### src/hw/gpio_pkg.sv
// GPIO shared definitions
// Register map, interrupt type encoding, reset defaults and data word views
package gpio_pkg;

    localparam int DATA_W    = 32;
    localparam int REG_IDX_W = 5;

    // Word index taken from PADDR[6:2]
    typedef enum logic [REG_IDX_W-1:0] {
        REG_PADDIR     = 5'd0,
        REG_GPIOEN     = 5'd1,
        REG_PADIN      = 5'd2,
        REG_PADOUT     = 5'd3,
        REG_PADOUTSET  = 5'd4,
        REG_PADOUTCLR  = 5'd5,
        REG_INTEN      = 5'd6,
        REG_INTTYPE_LO = 5'd7,  // pads 0-15
        REG_INTTYPE_HI = 5'd8,  // pads 16-31
        REG_INTSTATUS  = 5'd9
    } gpio_reg_e;

    typedef enum logic [1:0] {
        INT_FALL = 2'b00,
        INT_RISE = 2'b01,
        INT_BOTH = 2'b10,
        INT_NONE = 2'b11
    } int_type_e;

    // Pads 0-9 come out of reset as outputs
    localparam logic [DATA_W-1:0] DIR_RESET = 32'h0000_03FF;

    // One APB word, flat or as 16 interrupt type fields
    typedef union packed {
        logic [DATA_W-1:0]        flat;
        int_type_e [DATA_W/2-1:0] types;
    } gpio_word_u;

endpackage

### src/hw/gpio_cfg_if.sv
`timescale 1ns/1ps
// GPIO configuration and status bundle
// Joins the register block, input synchroniser and interrupt controller
interface gpio_cfg_if import gpio_pkg::*; #(
    parameter int NUM_PADS = 32
) ();

    logic [NUM_PADS-1:0]     pad_en;
    logic [NUM_PADS-1:0]     int_en;
    int_type_e [NUM_PADS-1:0] int_type;
    logic                    status_rd;  // INTSTATUS read strobe
    logic [NUM_PADS-1:0]     pad_in;
    logic [NUM_PADS-1:0]     rise;
    logic [NUM_PADS-1:0]     fall;
    logic [NUM_PADS-1:0]     status;

    modport regs (
        output pad_en, int_en, int_type, status_rd,
        input  pad_in, status
    );

    modport sync (
        input  pad_en,
        output pad_in, rise, fall
    );

    modport irq (
        input  pad_en, int_en, int_type, status_rd, rise, fall,
        output status
    );

endinterface

### src/hw/gpio_apb_regs.sv
`timescale 1ns/1ps
// GPIO APB register block
// Decodes APB accesses, holds the pad control registers, builds read data
module gpio_apb_regs import gpio_pkg::*; #(
    parameter int NUM_PADS   = 32,
    parameter int APB_ADDR_W = 12
) (
    input  logic                  HCLK,
    input  logic                  HRESETn,
    input  logic [APB_ADDR_W-1:0] PADDR,
    input  logic [DATA_W-1:0]     PWDATA,
    input  logic                  PWRITE,
    input  logic                  PSEL,
    input  logic                  PENABLE,
    output logic [DATA_W-1:0]     PRDATA,
    gpio_cfg_if.regs              cfg,
    output logic [NUM_PADS-1:0]   gpio_out,
    output logic [NUM_PADS-1:0]   gpio_dir
);

    gpio_reg_e                reg_idx;
    logic                     wr_en;
    logic                     rd_en;
    logic [NUM_PADS-1:0]      wdata;
    gpio_word_u               wr_word;
    gpio_word_u               rd_word;

    logic [NUM_PADS-1:0]      dir_q;
    logic [NUM_PADS-1:0]      out_q;
    logic [NUM_PADS-1:0]      en_q;
    logic [NUM_PADS-1:0]      inten_q;
    int_type_e [NUM_PADS-1:0] itype_q;

    // Upper address bits are not decoded, the 128 byte map aliases
    assign reg_idx = gpio_reg_e'(PADDR[REG_IDX_W+1:2]);

    assign wr_en = PSEL & PENABLE & PWRITE;
    assign rd_en = PSEL & PENABLE & ~PWRITE;

    assign wdata        = PWDATA[NUM_PADS-1:0];  // bits above NUM_PADS dropped
    assign wr_word.flat = PWDATA;

    always_ff @(posedge HCLK or negedge HRESETn)
    begin
        if (!HRESETn)
        begin
            dir_q   <= DIR_RESET[NUM_PADS-1:0];
            out_q   <= '0;
            en_q    <= '0;
            inten_q <= '0;
            for (int i = 0; i < NUM_PADS; i++)
                itype_q[i] <= INT_FALL;
        end
        else if (wr_en)
        begin
            case (reg_idx)
                REG_PADDIR:    dir_q   <= wdata;
                REG_GPIOEN:    en_q    <= wdata;
                REG_PADOUT:    out_q   <= wdata;
                REG_PADOUTSET: out_q   <= out_q | wdata;
                REG_PADOUTCLR: out_q   <= out_q & ~wdata;
                REG_INTEN:     inten_q <= wdata;
                REG_INTTYPE_LO, REG_INTTYPE_HI:
                begin
                    // Each word carries 16 pads, low or high half
                    for (int i = 0; i < NUM_PADS; i++)
                    begin
                        if ((i >= 16) == (reg_idx == REG_INTTYPE_HI))
                            itype_q[i] <= wr_word.types[i % 16];
                    end
                end
                default:
                begin
                    // PADIN, INTSTATUS and unmapped words are read only
                end
            endcase
        end
    end

    // Read data is zero outside a read access phase
    always_comb
    begin
        rd_word.flat = '0;
        if (rd_en)
        begin
            case (reg_idx)
                REG_PADDIR:    rd_word.flat = DATA_W'(dir_q);
                REG_GPIOEN:    rd_word.flat = DATA_W'(en_q);
                REG_PADIN:     rd_word.flat = DATA_W'(cfg.pad_in);
                REG_PADOUT:    rd_word.flat = DATA_W'(out_q);
                REG_INTEN:     rd_word.flat = DATA_W'(inten_q);
                REG_INTTYPE_LO, REG_INTTYPE_HI:
                begin
                    for (int i = 0; i < NUM_PADS; i++)
                    begin
                        if ((i >= 16) == (reg_idx == REG_INTTYPE_HI))
                            rd_word.types[i % 16] = itype_q[i];
                    end
                end
                REG_INTSTATUS: rd_word.flat = DATA_W'(cfg.status);
                default:       rd_word.flat = '0;  // set/clr aliases too
            endcase
        end
    end

    assign PRDATA = rd_word.flat;

    // Status clears at the end of this access
    assign cfg.status_rd = rd_en & (reg_idx == REG_INTSTATUS);

    assign cfg.pad_en   = en_q;
    assign cfg.int_en   = inten_q;
    assign cfg.int_type = itype_q;

    assign gpio_out = out_q;
    assign gpio_dir = dir_q;

endmodule

### src/hw/gpio_in_sync.sv
`timescale 1ns/1ps
// GPIO input synchroniser
// Three-stage chain per pad, clocked per group of four enabled pads
module gpio_in_sync #(
    parameter int NUM_PADS = 32
) (
    input  logic                HCLK,
    input  logic                HRESETn,
    input  logic [NUM_PADS-1:0] gpio_in,
    gpio_cfg_if.sync            cfg
);

    localparam int NUM_GRP = NUM_PADS / 4;

    logic [NUM_GRP-1:0]  grp_en;
    logic [NUM_PADS-1:0] sync0;
    logic [NUM_PADS-1:0] sync1;
    logic [NUM_PADS-1:0] sync2;

    // A group runs when any of its four pads is enabled
    always_comb
    begin
        for (int g = 0; g < NUM_GRP; g++)
            grp_en[g] = |cfg.pad_en[4*g +: 4];
    end

    always_ff @(posedge HCLK or negedge HRESETn)
    begin
        if (!HRESETn)
        begin
            sync0 <= '0;
            sync1 <= '0;
            sync2 <= '0;
        end
        else
        begin
            for (int i = 0; i < NUM_PADS; i++)
            begin
                if (grp_en[i/4])
                begin
                    sync0[i] <= gpio_in[i];
                    sync1[i] <= sync0[i];
                    sync2[i] <= sync1[i];
                end
            end
        end
    end

    assign cfg.pad_in = sync2;
    assign cfg.rise   = sync1 & ~sync2;  // new value not yet in last stage
    assign cfg.fall   = ~sync1 & sync2;

endmodule

### src/hw/gpio_irq_ctrl.sv
`timescale 1ns/1ps
// GPIO interrupt controller
// Qualifies pad edges by type and enables, keeps the sticky status
module gpio_irq_ctrl import gpio_pkg::*; #(
    parameter int NUM_PADS = 32
) (
    input  logic     HCLK,
    input  logic     HRESETn,
    gpio_cfg_if.irq  cfg,
    output logic     interrupt
);

    logic [NUM_PADS-1:0] type_hit;
    logic [NUM_PADS-1:0] irq_evt;
    logic [NUM_PADS-1:0] status;

    always_comb
    begin
        for (int i = 0; i < NUM_PADS; i++)
        begin
            case (cfg.int_type[i])
                INT_FALL: type_hit[i] = cfg.fall[i];
                INT_RISE: type_hit[i] = cfg.rise[i];
                INT_BOTH: type_hit[i] = cfg.rise[i] | cfg.fall[i];
                default:  type_hit[i] = 1'b0;  // INT_NONE
            endcase
        end
    end

    assign irq_evt   = type_hit & cfg.int_en & cfg.pad_en;
    assign interrupt = |irq_evt;

    // A new event wins over the read clear
    always_ff @(posedge HCLK or negedge HRESETn)
    begin
        if (!HRESETn)
            status <= '0;
        else if (interrupt)
            status <= status | irq_evt;
        else if (cfg.status_rd)
            status <= '0;
    end

    assign cfg.status = status;

endmodule

### src/hw/gpio_top.sv
`timescale 1ns/1ps
// APB GPIO top level
// Register block and input synchroniser feeding the interrupt controller
module gpio_top import gpio_pkg::*; #(
    parameter int NUM_PADS   = 32,
    parameter int APB_ADDR_W = 12
) (
    input  logic                  HCLK,
    input  logic                  HRESETn,

    input  logic [APB_ADDR_W-1:0] PADDR,
    input  logic [DATA_W-1:0]     PWDATA,
    input  logic                  PWRITE,
    input  logic                  PSEL,
    input  logic                  PENABLE,
    output logic [DATA_W-1:0]     PRDATA,
    output logic                  PREADY,
    output logic                  PSLVERR,

    input  logic [NUM_PADS-1:0]   gpio_in,
    output logic [NUM_PADS-1:0]   gpio_out,
    output logic [NUM_PADS-1:0]   gpio_dir,
    output logic                  interrupt
);

    gpio_cfg_if #(.NUM_PADS(NUM_PADS)) cfg ();

    gpio_apb_regs #(
        .NUM_PADS   (NUM_PADS),
        .APB_ADDR_W (APB_ADDR_W)
    ) u_regs (
        .HCLK     (HCLK),
        .HRESETn  (HRESETn),
        .PADDR    (PADDR),
        .PWDATA   (PWDATA),
        .PWRITE   (PWRITE),
        .PSEL     (PSEL),
        .PENABLE  (PENABLE),
        .PRDATA   (PRDATA),
        .cfg      (cfg.regs),
        .gpio_out (gpio_out),
        .gpio_dir (gpio_dir)
    );

    gpio_in_sync #(
        .NUM_PADS (NUM_PADS)
    ) u_sync (
        .HCLK    (HCLK),
        .HRESETn (HRESETn),
        .gpio_in (gpio_in),
        .cfg     (cfg.sync)
    );

    gpio_irq_ctrl #(
        .NUM_PADS (NUM_PADS)
    ) u_irq (
        .HCLK      (HCLK),
        .HRESETn   (HRESETn),
        .cfg       (cfg.irq),
        .interrupt (interrupt)
    );

    // Zero wait states, no error responses
    assign PREADY  = 1'b1;
    assign PSLVERR = 1'b0;

endmodule

### config.mk
export PLATFORM = sky130hd
export DESIGN_NAME = gpio_top
export DESIGN_NICKNAME = d
export VERILOG_FILES = /design/src/hw/gpio_pkg.sv /design/src/hw/gpio_cfg_if.sv /design/src/hw/gpio_apb_regs.sv /design/src/hw/gpio_in_sync.sv /design/src/hw/gpio_irq_ctrl.sv /design/src/hw/gpio_top.sv
export SDC_FILE = /design/constraint.sdc
export NUM_CORES = 1
export LEC_CHECK = 0
export BUFFER_PORTS_ARGS = -buffer_cell sky130_fd_sc_hd__buf_2
export CELL_PAD_IN_SITES_DETAIL_PLACEMENT = 0
export CELL_PAD_IN_SITES_GLOBAL_PLACEMENT = 1
export CORE_MARGIN = 1.5
export CORE_UTILIZATION = 36
export CTS_CLUSTER_DIAMETER = 30
export CTS_CLUSTER_SIZE = 16
export DETAILED_ROUTE_END_ITERATION = 16
export PLACE_DENSITY_LB_ADDON = 0.1
export SKIP_CTS_REPAIR_TIMING = 1
export SLEW_MARGIN = 20
export SYNTH_ARGS = -nofsm -noshare
export SYNTH_HDL_FRONTEND = slang
export SYNTH_SLANG_ARGS = --single-unit
### constraint.sdc
create_clock -name HCLK -period 5.4 [get_ports HCLK]
set_clock_uncertainty 0.2 [all_clocks]
set_input_delay 1.08 -clock HCLK [delete_from_list [all_inputs] [get_ports HCLK]]
set_output_delay 1.08 -clock HCLK [all_outputs]
set_load 0.1 [all_outputs]
==> reports/metrics.csv, run 1 <==
stage;metric;value;unit
layout;drive_gt1_share;36.7;%
global_route;grt-ovfl-total;0;
clocking;root_buffer;clkbuf_16;
drt;wl_per_cell;23.4;um
power_and_ir_drop;pwr-share-seq;31.9;%
synth;ys_types;41;
power_and_ir_drop;ir_worst_vdd;0.286;mV
drt;drt_iter0_markers;618;
layout;postLayoutCellArea;21100;sq um
clocking;cts_buffers;92;
power_and_ir_drop;sw_frac_of_total;28.2;%
synth;seq_area_frac_synth;51.0;%
outcome;status;complete, no violations;
layout;finalNonFillerCells;2237;
synth;yosys.area_share.xor_xnor;0;%
place;place_area;17900;sq um
setup_path;worstSetupStartpointType;input port;
synth;yosys.area_share.simple;4.64;%
setup_path;crit_buf_inv;3;
layout;fillerInstances;3915;
timing;timing.hold.ws;297;ps
setup_path;crit_path_end_kind;output pin;
timing;max_freq;220;MHz
die;num_rows;76;
synth;synth_adder_area_share;5.10;%
timing;finalSetupViolations;0;
timing;period_share;84.1;%
synth;async_flop_share;100;%
synth;synthFlopType;dfrtp_1;
clocking;cts_tree;yes;
global_route;gr-max-usage-layer;met2;
clocking;clk_pin_slew_worst_paths;50;ps
global_route;grt_pass1_wl;79900;um
global_route;grt_start_max_net_pins;103;
power_and_ir_drop;power_frac_comb;14.8;%
timing;hold_viol;0;
clocking;h-tree-depth;3;
power_and_ir_drop;p_int;7580;uW
drt;drc;0;
power_and_ir_drop;p_leak;0.00977;uW
synth;syn-num-nets;1485;
layout;diodes;0;
synth;synth.area.mux_share;17.8;%
setup_path;path_max_fanout;12;
layout;fin_util;49.0;%
clocking;clock-sinks;320;
setup_path;max_stage_delay;460;ps
flow_run;maxCapViolCount;0;
die;initial_utilization;36.5;%
synth;synth-compound-area-share;15.9;%
global_route;grtUsageTotal;24.0;%
global_route;grt_use_met2;36.7;%
timing;rsz0062_at_grt;no;
setup_path;path_class;input port to output pin;
timing;finalSetupTns;0;ps
die;core;43100;sq um
die;die_x;212;um
place;dp_cells;2064;
synth;synth_seq_cells;320;
place;gp_congestion;0.801;
synth;syn_area_per_cell;11.7;sq um
timing;tightest_slew;988;ps
global_route;first_global_vias;12300;
global_route;met3_usage;4.67;%
clocking;clkLatencyLatePin;610;ps
synth;netlist_area;15700;sq um
global_route;antenna_found_initial;0;
timing;finalMaxSlewViolations;0;
power_and_ir_drop;powerDensity;500;nW/um^2
power_and_ir_drop;clkPwrFrac;53.3;%
synth;synthCells;1340;
layout;area_growth;34.4;%
drt;vias_per_cell;5.36;
setup_path;reg2reg_slack;2490;ps
die;die_area;44900;sq um
place;hpwlAfterDp;33800;um
timing;period_needed;4540;ps
synth;ys_warn_count;0;
setup_path;worstPathRequired;4120;ps
setup_path;slowest_stage;nor2_4;
die;die-height;212;um
setup_path;worst_ep_arrival_time;3260;ps
drt;vias;12000;
global_route;grt_use_met1;34.0;%
layout;nNetsFinal;1718;
setup_path;path_delay_family;simple AND/OR/NAND/NOR gates;
drt;dr.pass1.iters;5;
synth;synth_top_family_by_area;multiplexers;
place;portBuffers;170;
setup_path;crit_chain;buf_2, or3_4, nor2_4, buf_4, a22o_1, a221oi_1, a31oi_1, buf_12;
drt;antenna_left;0;
power_and_ir_drop;power.switching;2980;uW
timing;max-slew-margin-rel;33.7;%
synth;synth_edf_count;0;
drt;routed_wirelength;52300;um
clocking;cts.path.max_buffers;3;
die;io_pins;180;
worst_hold_path;worst_hold_path_type;flop to flop;
## logic make-up after synthesis
kind of cell | after synthesis
compound gates | 360
flops | 320
mux | 252
buf+inv | 211
simple gates | 131
fa+ha+maj | 64
other cells | 2
## state kept, by name (all words and copies together), names as in the netlist
signal / count
u_regs.cfg.int_en: 32
u_regs.cfg.pad_en: 32
u_sync.sync0: 32
u_irq.cfg.status: 32
u_sync.cfg.pad_in: 32
u_regs.gpio_out: 32
u_sync.sync1: 32
u_regs.cfg.int_type: 64
u_regs.gpio_dir: 32
## power by group through the flow
stage | logic [uW] | registers (uW) | clock network, uW
final | 1560 | 3370 | 5630
after global routing | 1800 | 3440 | 5850
after CTS | 1590 | 3370 | 5690
after detailed placement | 1580 | 3400 | 0
after global placement | 1530 | 3390 | 0
after floorplan | 1050 | 3370 | 0
## cells in the final DEF (no fill, tap or decap), types with 5 or more instances in the layout
cell type,netlist,routed
dfrtp_1,310,310
a22o_1,32,32
a31oi_1,32,32
mux2_2,208,208
nand2_1,43,42
a211oi_1,32,32
inv_1,144,144
clkbuf_16,0,94
a221oi_1,32,32
clkbuf_8,0,15
buf_2,34,137
nor2b_1,10,10
clkinv_2,0,16
inv_6,0,10
clkinvlp_4,0,7
clkbuf_1,24,15
nor2_1,36,34
buf_12,0,38
o21ai_0,62,62
mux2i_1,28,28
o2111ai_1,30,30
ha_1,64,64
mux2_1,16,16
nor2_2,3,5
nand2b_1,5,5
nor4_2,8,7
dfstp_2,10,10
bufinv_16,0,13
buf_4,5,30
nand4_1,8,8
a22oi_1,85,85
a21oi_1,50,50
## layout make-up
| class | count | area [sq um] | share of cell area (%) |
|---|---|---|---|
| Multi-Input combinational cell | 809 | 6880 | 32.6 |
| Inverter | 144 | 541 | 2.56 |
| Tap cell | 585 | 732 | 3.47 |
| Clock buffer | 124 | 2620 | 12.4 |
| Clock inverter | 49 | 644 | 3.05 |
| Timing Repair Buffer | 206 | 1690 | 7.99 |
| Sequential cell | 320 | 8020 | 38.0 |
## layer usage
layer / wire length, um / part of all wire, %
met5: 0 / 0
met4: 1220 / 2.3
met3: 2770 / 5.3
met2: 23500 / 45
met1: 24800 / 47
## synthesized netlist by cell type (3+ instances only)
| library cell | number | area share, % |
|---|---|---|
| ha_1 | 64 | 5.1 |
| buf_4 | 5 | 0.24 |
| dfrtp_1 | 310 | 49 |
| o2111ai_1 | 30 | 1.7 |
| nor4_1 | 3 | 0.12 |
| mux2i_1 | 28 | 1.8 |
| nand2b_1 | 5 | 0.20 |
| mux2_2 | 208 | 15 |
| nor2_2 | 3 | 0.12 |
| nor2_1 | 36 | 0.86 |
| a21oi_1 | 50 | 1.6 |
| a211oi_1 | 32 | 1.5 |
| buf_2 | 34 | 1.1 |
| a221oi_1 | 32 | 1.8 |
| o21ai_0 | 62 | 2.0 |
| a31oi_1 | 32 | 1.3 |
| buf_1 | 4 | 0.096 |
| inv_1 | 144 | 3.4 |
| a22oi_1 | 85 | 4.1 |
| a22o_1 | 32 | 1.8 |
| nand4_1 | 8 | 0.32 |
| dfstp_2 | 10 | 1.7 |
| mux2_1 | 16 | 1.1 |
| nor4_2 | 8 | 0.64 |
| nand3_1 | 3 | 0.096 |
| nand2_1 | 43 | 1.0 |
| clkbuf_1 | 24 | 0.57 |
| nor2b_1 | 10 | 0.40 |
## metrics by stage
stage                     worst slack, ps  power (uW)
final                                 858       10600
after global routing                  780       11100
after CTS                             828       10700
after detailed placement              837        4980
after global placement                857        4920
after floorplan                       251        4420
## final timing paths
path | cells after the start | startpoint | end
worst max-delay path | 8 | PADDR[5] | PRDATA[6]
worst min-delay path | 1 | u_sync.sync0[9] | u_sync.sync0[9]
worst max register to register | 8 | u_sync.cfg.pad_in[25] | u_irq.cfg.status[30]
worst min register to register | 1 | u_sync.sync0[9] | u_sync.sync0[9]
max in group asynchronous | 2 | HRESETn | u_sync.cfg.pad_in[10]
min in group asynchronous | 1 | HRESETn | u_regs.cfg.int_type[29]
## worst reg2reg max path: cells and delay by family (launching register included)
kind / cells / cell delay (ps)
buffers and inverters: 2 / 560
AND/OR/NAND/NOR: 2 / 590
AO/OA/AOI/OAI: 2 / 670
adder cells (fa/ha/maj): 1 / 270
flip-flops: 1 / 400
multiplexers: 1 / 70
(Power assumes the default switching activity.)
==> run 2: changes to the inputs <==
==> constraint.sdc (replaced) <==
create_clock -name HCLK -period 4.34 [get_ports HCLK]
set_clock_uncertainty 0.2 [all_clocks]
set_input_delay 0.868 -clock HCLK [delete_from_list [all_inputs] [get_ports HCLK]]
set_output_delay 0.868 -clock HCLK [all_outputs]
set_load 0.1 [all_outputs]
==> reports/metrics.csv, run 2 (synthesis gave the netlist of run 1 again) <==
stage;metric;value;unit;change
clocking;cts_buffers;87;;-5.4%
setup_path;crit_path_end_kind;output pin;;
setup_path;reg2reg_depth;8;;unchanged
timing;max_freq;239;MHz;
worst_hold_path;worst_hold_path_type;input port to asynchronous set/reset pin;;
drt;antenna_left;0;;unchanged
drt;vias_per_cell;5.37;;+0.25%
timing;max-slew-margin-rel;28.1;%;-5.6 points
clocking;root_buffer;clkbuf_16;;
die;die_x;212;um;unchanged
layout;layout_commonest_cell;dfrtp_1;;
timing;finalMaxSlewViolations;0;;unchanged
power_and_ir_drop;p_leak;0.00969;uW;-0.74%
layout;final_cell_mix;310 x dfrtp_1, 208 x mux2_2, 144 x inv_1;;
layout;drive_gt1_share;37.9;%;+1.2 points
setup_path;path_class;flop to output pin;;
global_route;grtUsageTotal;24.2;%;+0.25 points
timing;period_share;96.2;%;
timing;hold_viol;0;;unchanged
drt;drt_iter0_markers;824;;+33%
timing;tightest_slew;1070;ps;+82.9 ps
setup_path;worstPathRequired;3270;ps;-850 ps
die;die-height;212;um;unchanged
setup_path;worst_ep_arrival_time;3110;ps;-150 ps
outcome;status;complete, no violations;;
place;dp_slack;527;ps;-310 ps
layout;nNetsFinal;1713;;-0.29%
clocking;clk_pin_slew_worst_paths;40;ps;about the same
timing;rsz0062_at_grt;no;;
global_route;antenna_found_initial;1;;+1
power_and_ir_drop;total_power;12700;uW;+21%
timing;setup_slack;164;ps;-694 ps
layout;multi_input_area;7100;sq um;+3.2%
setup_path;max_stage_delay;520;ps;+60 ps
drt;vias;11900;;-0.38%
global_route;grt_start_max_net_pins;96;;-6.8%
setup_path;crit_buf_inv;2;;-1
place;gp_congestion;0.780;;-2.6%
timing;period_needed;4180;ps;
place;hpwlAfterDp;34000;um;+0.73%
timing;finalSetupTns;0;ps;unchanged
global_route;grt-ovfl-total;0;;unchanged
clocking;clkLatencyLatePin;590;ps;-20 ps
layout;fillerInstances;3840;;-1.9%
layout;seq_area;8020;sq um;unchanged
clocking;cts_tree;yes;;
die;core;43100;sq um;unchanged
drt;routed_wirelength;53200;um;+1.8%
power_and_ir_drop;powerDensity;601;nW/um^2;+20%
layout;area_growth;34.9;%;
place;portBuffers;170;;unchanged
drt;wl_per_cell;23.9;um;+2.4%
layout;fin_util;49.2;%;+0.17 points
timing;finalSetupViolations;0;;unchanged
setup_path;slowest_stage;o2111ai_1;;
global_route;grt_use_met1;34.9;%;+0.82 points
layout;diodes;0;;unchanged
setup_path;path_max_fanout;4;;-8
die;die_area;44900;sq um;unchanged
clocking;cts.path.max_buffers;3;;unchanged
power_and_ir_drop;ir_worst_vdd;0.297;mV;+3.9%
layout;largest_register_ffs;64;;unchanged
global_route;first_global_vias;12100;;-1.6%
die;initial_utilization;36.5;%;unchanged
flow_run;maxCapViolCount;0;;unchanged
setup_path;path_depth;8;;unchanged
global_route;grt_use_met2;36.1;%;-0.59 points
drt;dr.pass1.iters;5;;unchanged
setup_path;path_delay_family;simple AND/OR/NAND/NOR gates;;
global_route;gr-max-usage-layer;met2;;
setup_path;worstSetupStartpointType;flop;;
global_route;grt_pass1_wl;79500;um;-0.47%
die;num_rows;76;;unchanged
drt;drc;0;;unchanged
setup_path;crit_chain;inv_1, ha_1, mux2i_1, o2111ai_1, nand4_1, nor4_1, nand2_1, buf_2;;
die;io_pins;180;;unchanged
global_route;met3_usage;5.13;%;+0.46 points
clocking;h-tree-depth;3;;unchanged
clocking;clock-sinks;320;;unchanged
-- run 2: report_power, final --
| group | internal, uW | switching (uW) |
|---|---|---|
| clock | 4740 | 1840 |
| combinational | 865 | 1100 |
| sequential | 3600 | 590 |
-- run 2: per-layer routing --
metal / vias to the layer above / share of wire [%]
met5: - / 0
met4: 0 / 2.6
met3: 87 / 6.0
met2: 349 / 44
met1: 6081 / 47
li1: 5420 / -
-- run 2: metrics by stage --
stage | instances | cell area, sq um | hold WS [ps]
after floorplan | 1340 | 15900 | 275
after global placement | 2064 | 18100 | 285
after detailed placement | 2064 | 18100 | 287
after CTS | 2223 | 21200 | 160
after global routing | 2223 | 21200 | 207
final | 2223 | 21200 | 162
-- run 2: final timing paths --
path	start	to	slack [ps]
max reg2reg	u_sync.cfg.pad_in[10]	u_irq.cfg.status[18]	1390
max	u_sync.cfg.pad_in[9]	interrupt	160
min	HRESETn	u_sync.sync0[31]	160
min in group HCLK	u_sync.sync0[1]	u_sync.sync1[1]	300
min reg2reg	u_sync.sync0[1]	u_sync.sync1[1]	300
max in group asynchronous	HRESETn	u_regs.gpio_dir[3]	2880
-- run 2: area by class of cell --
class	count	share of cell area, %
sequential	320	37.8
multi-input combinational	809	33.5
clock buffer	128	12.1
timing repair buffer	206	8.25
tap	585	3.45
inverter	144	2.55
clock inverter	31	2.30
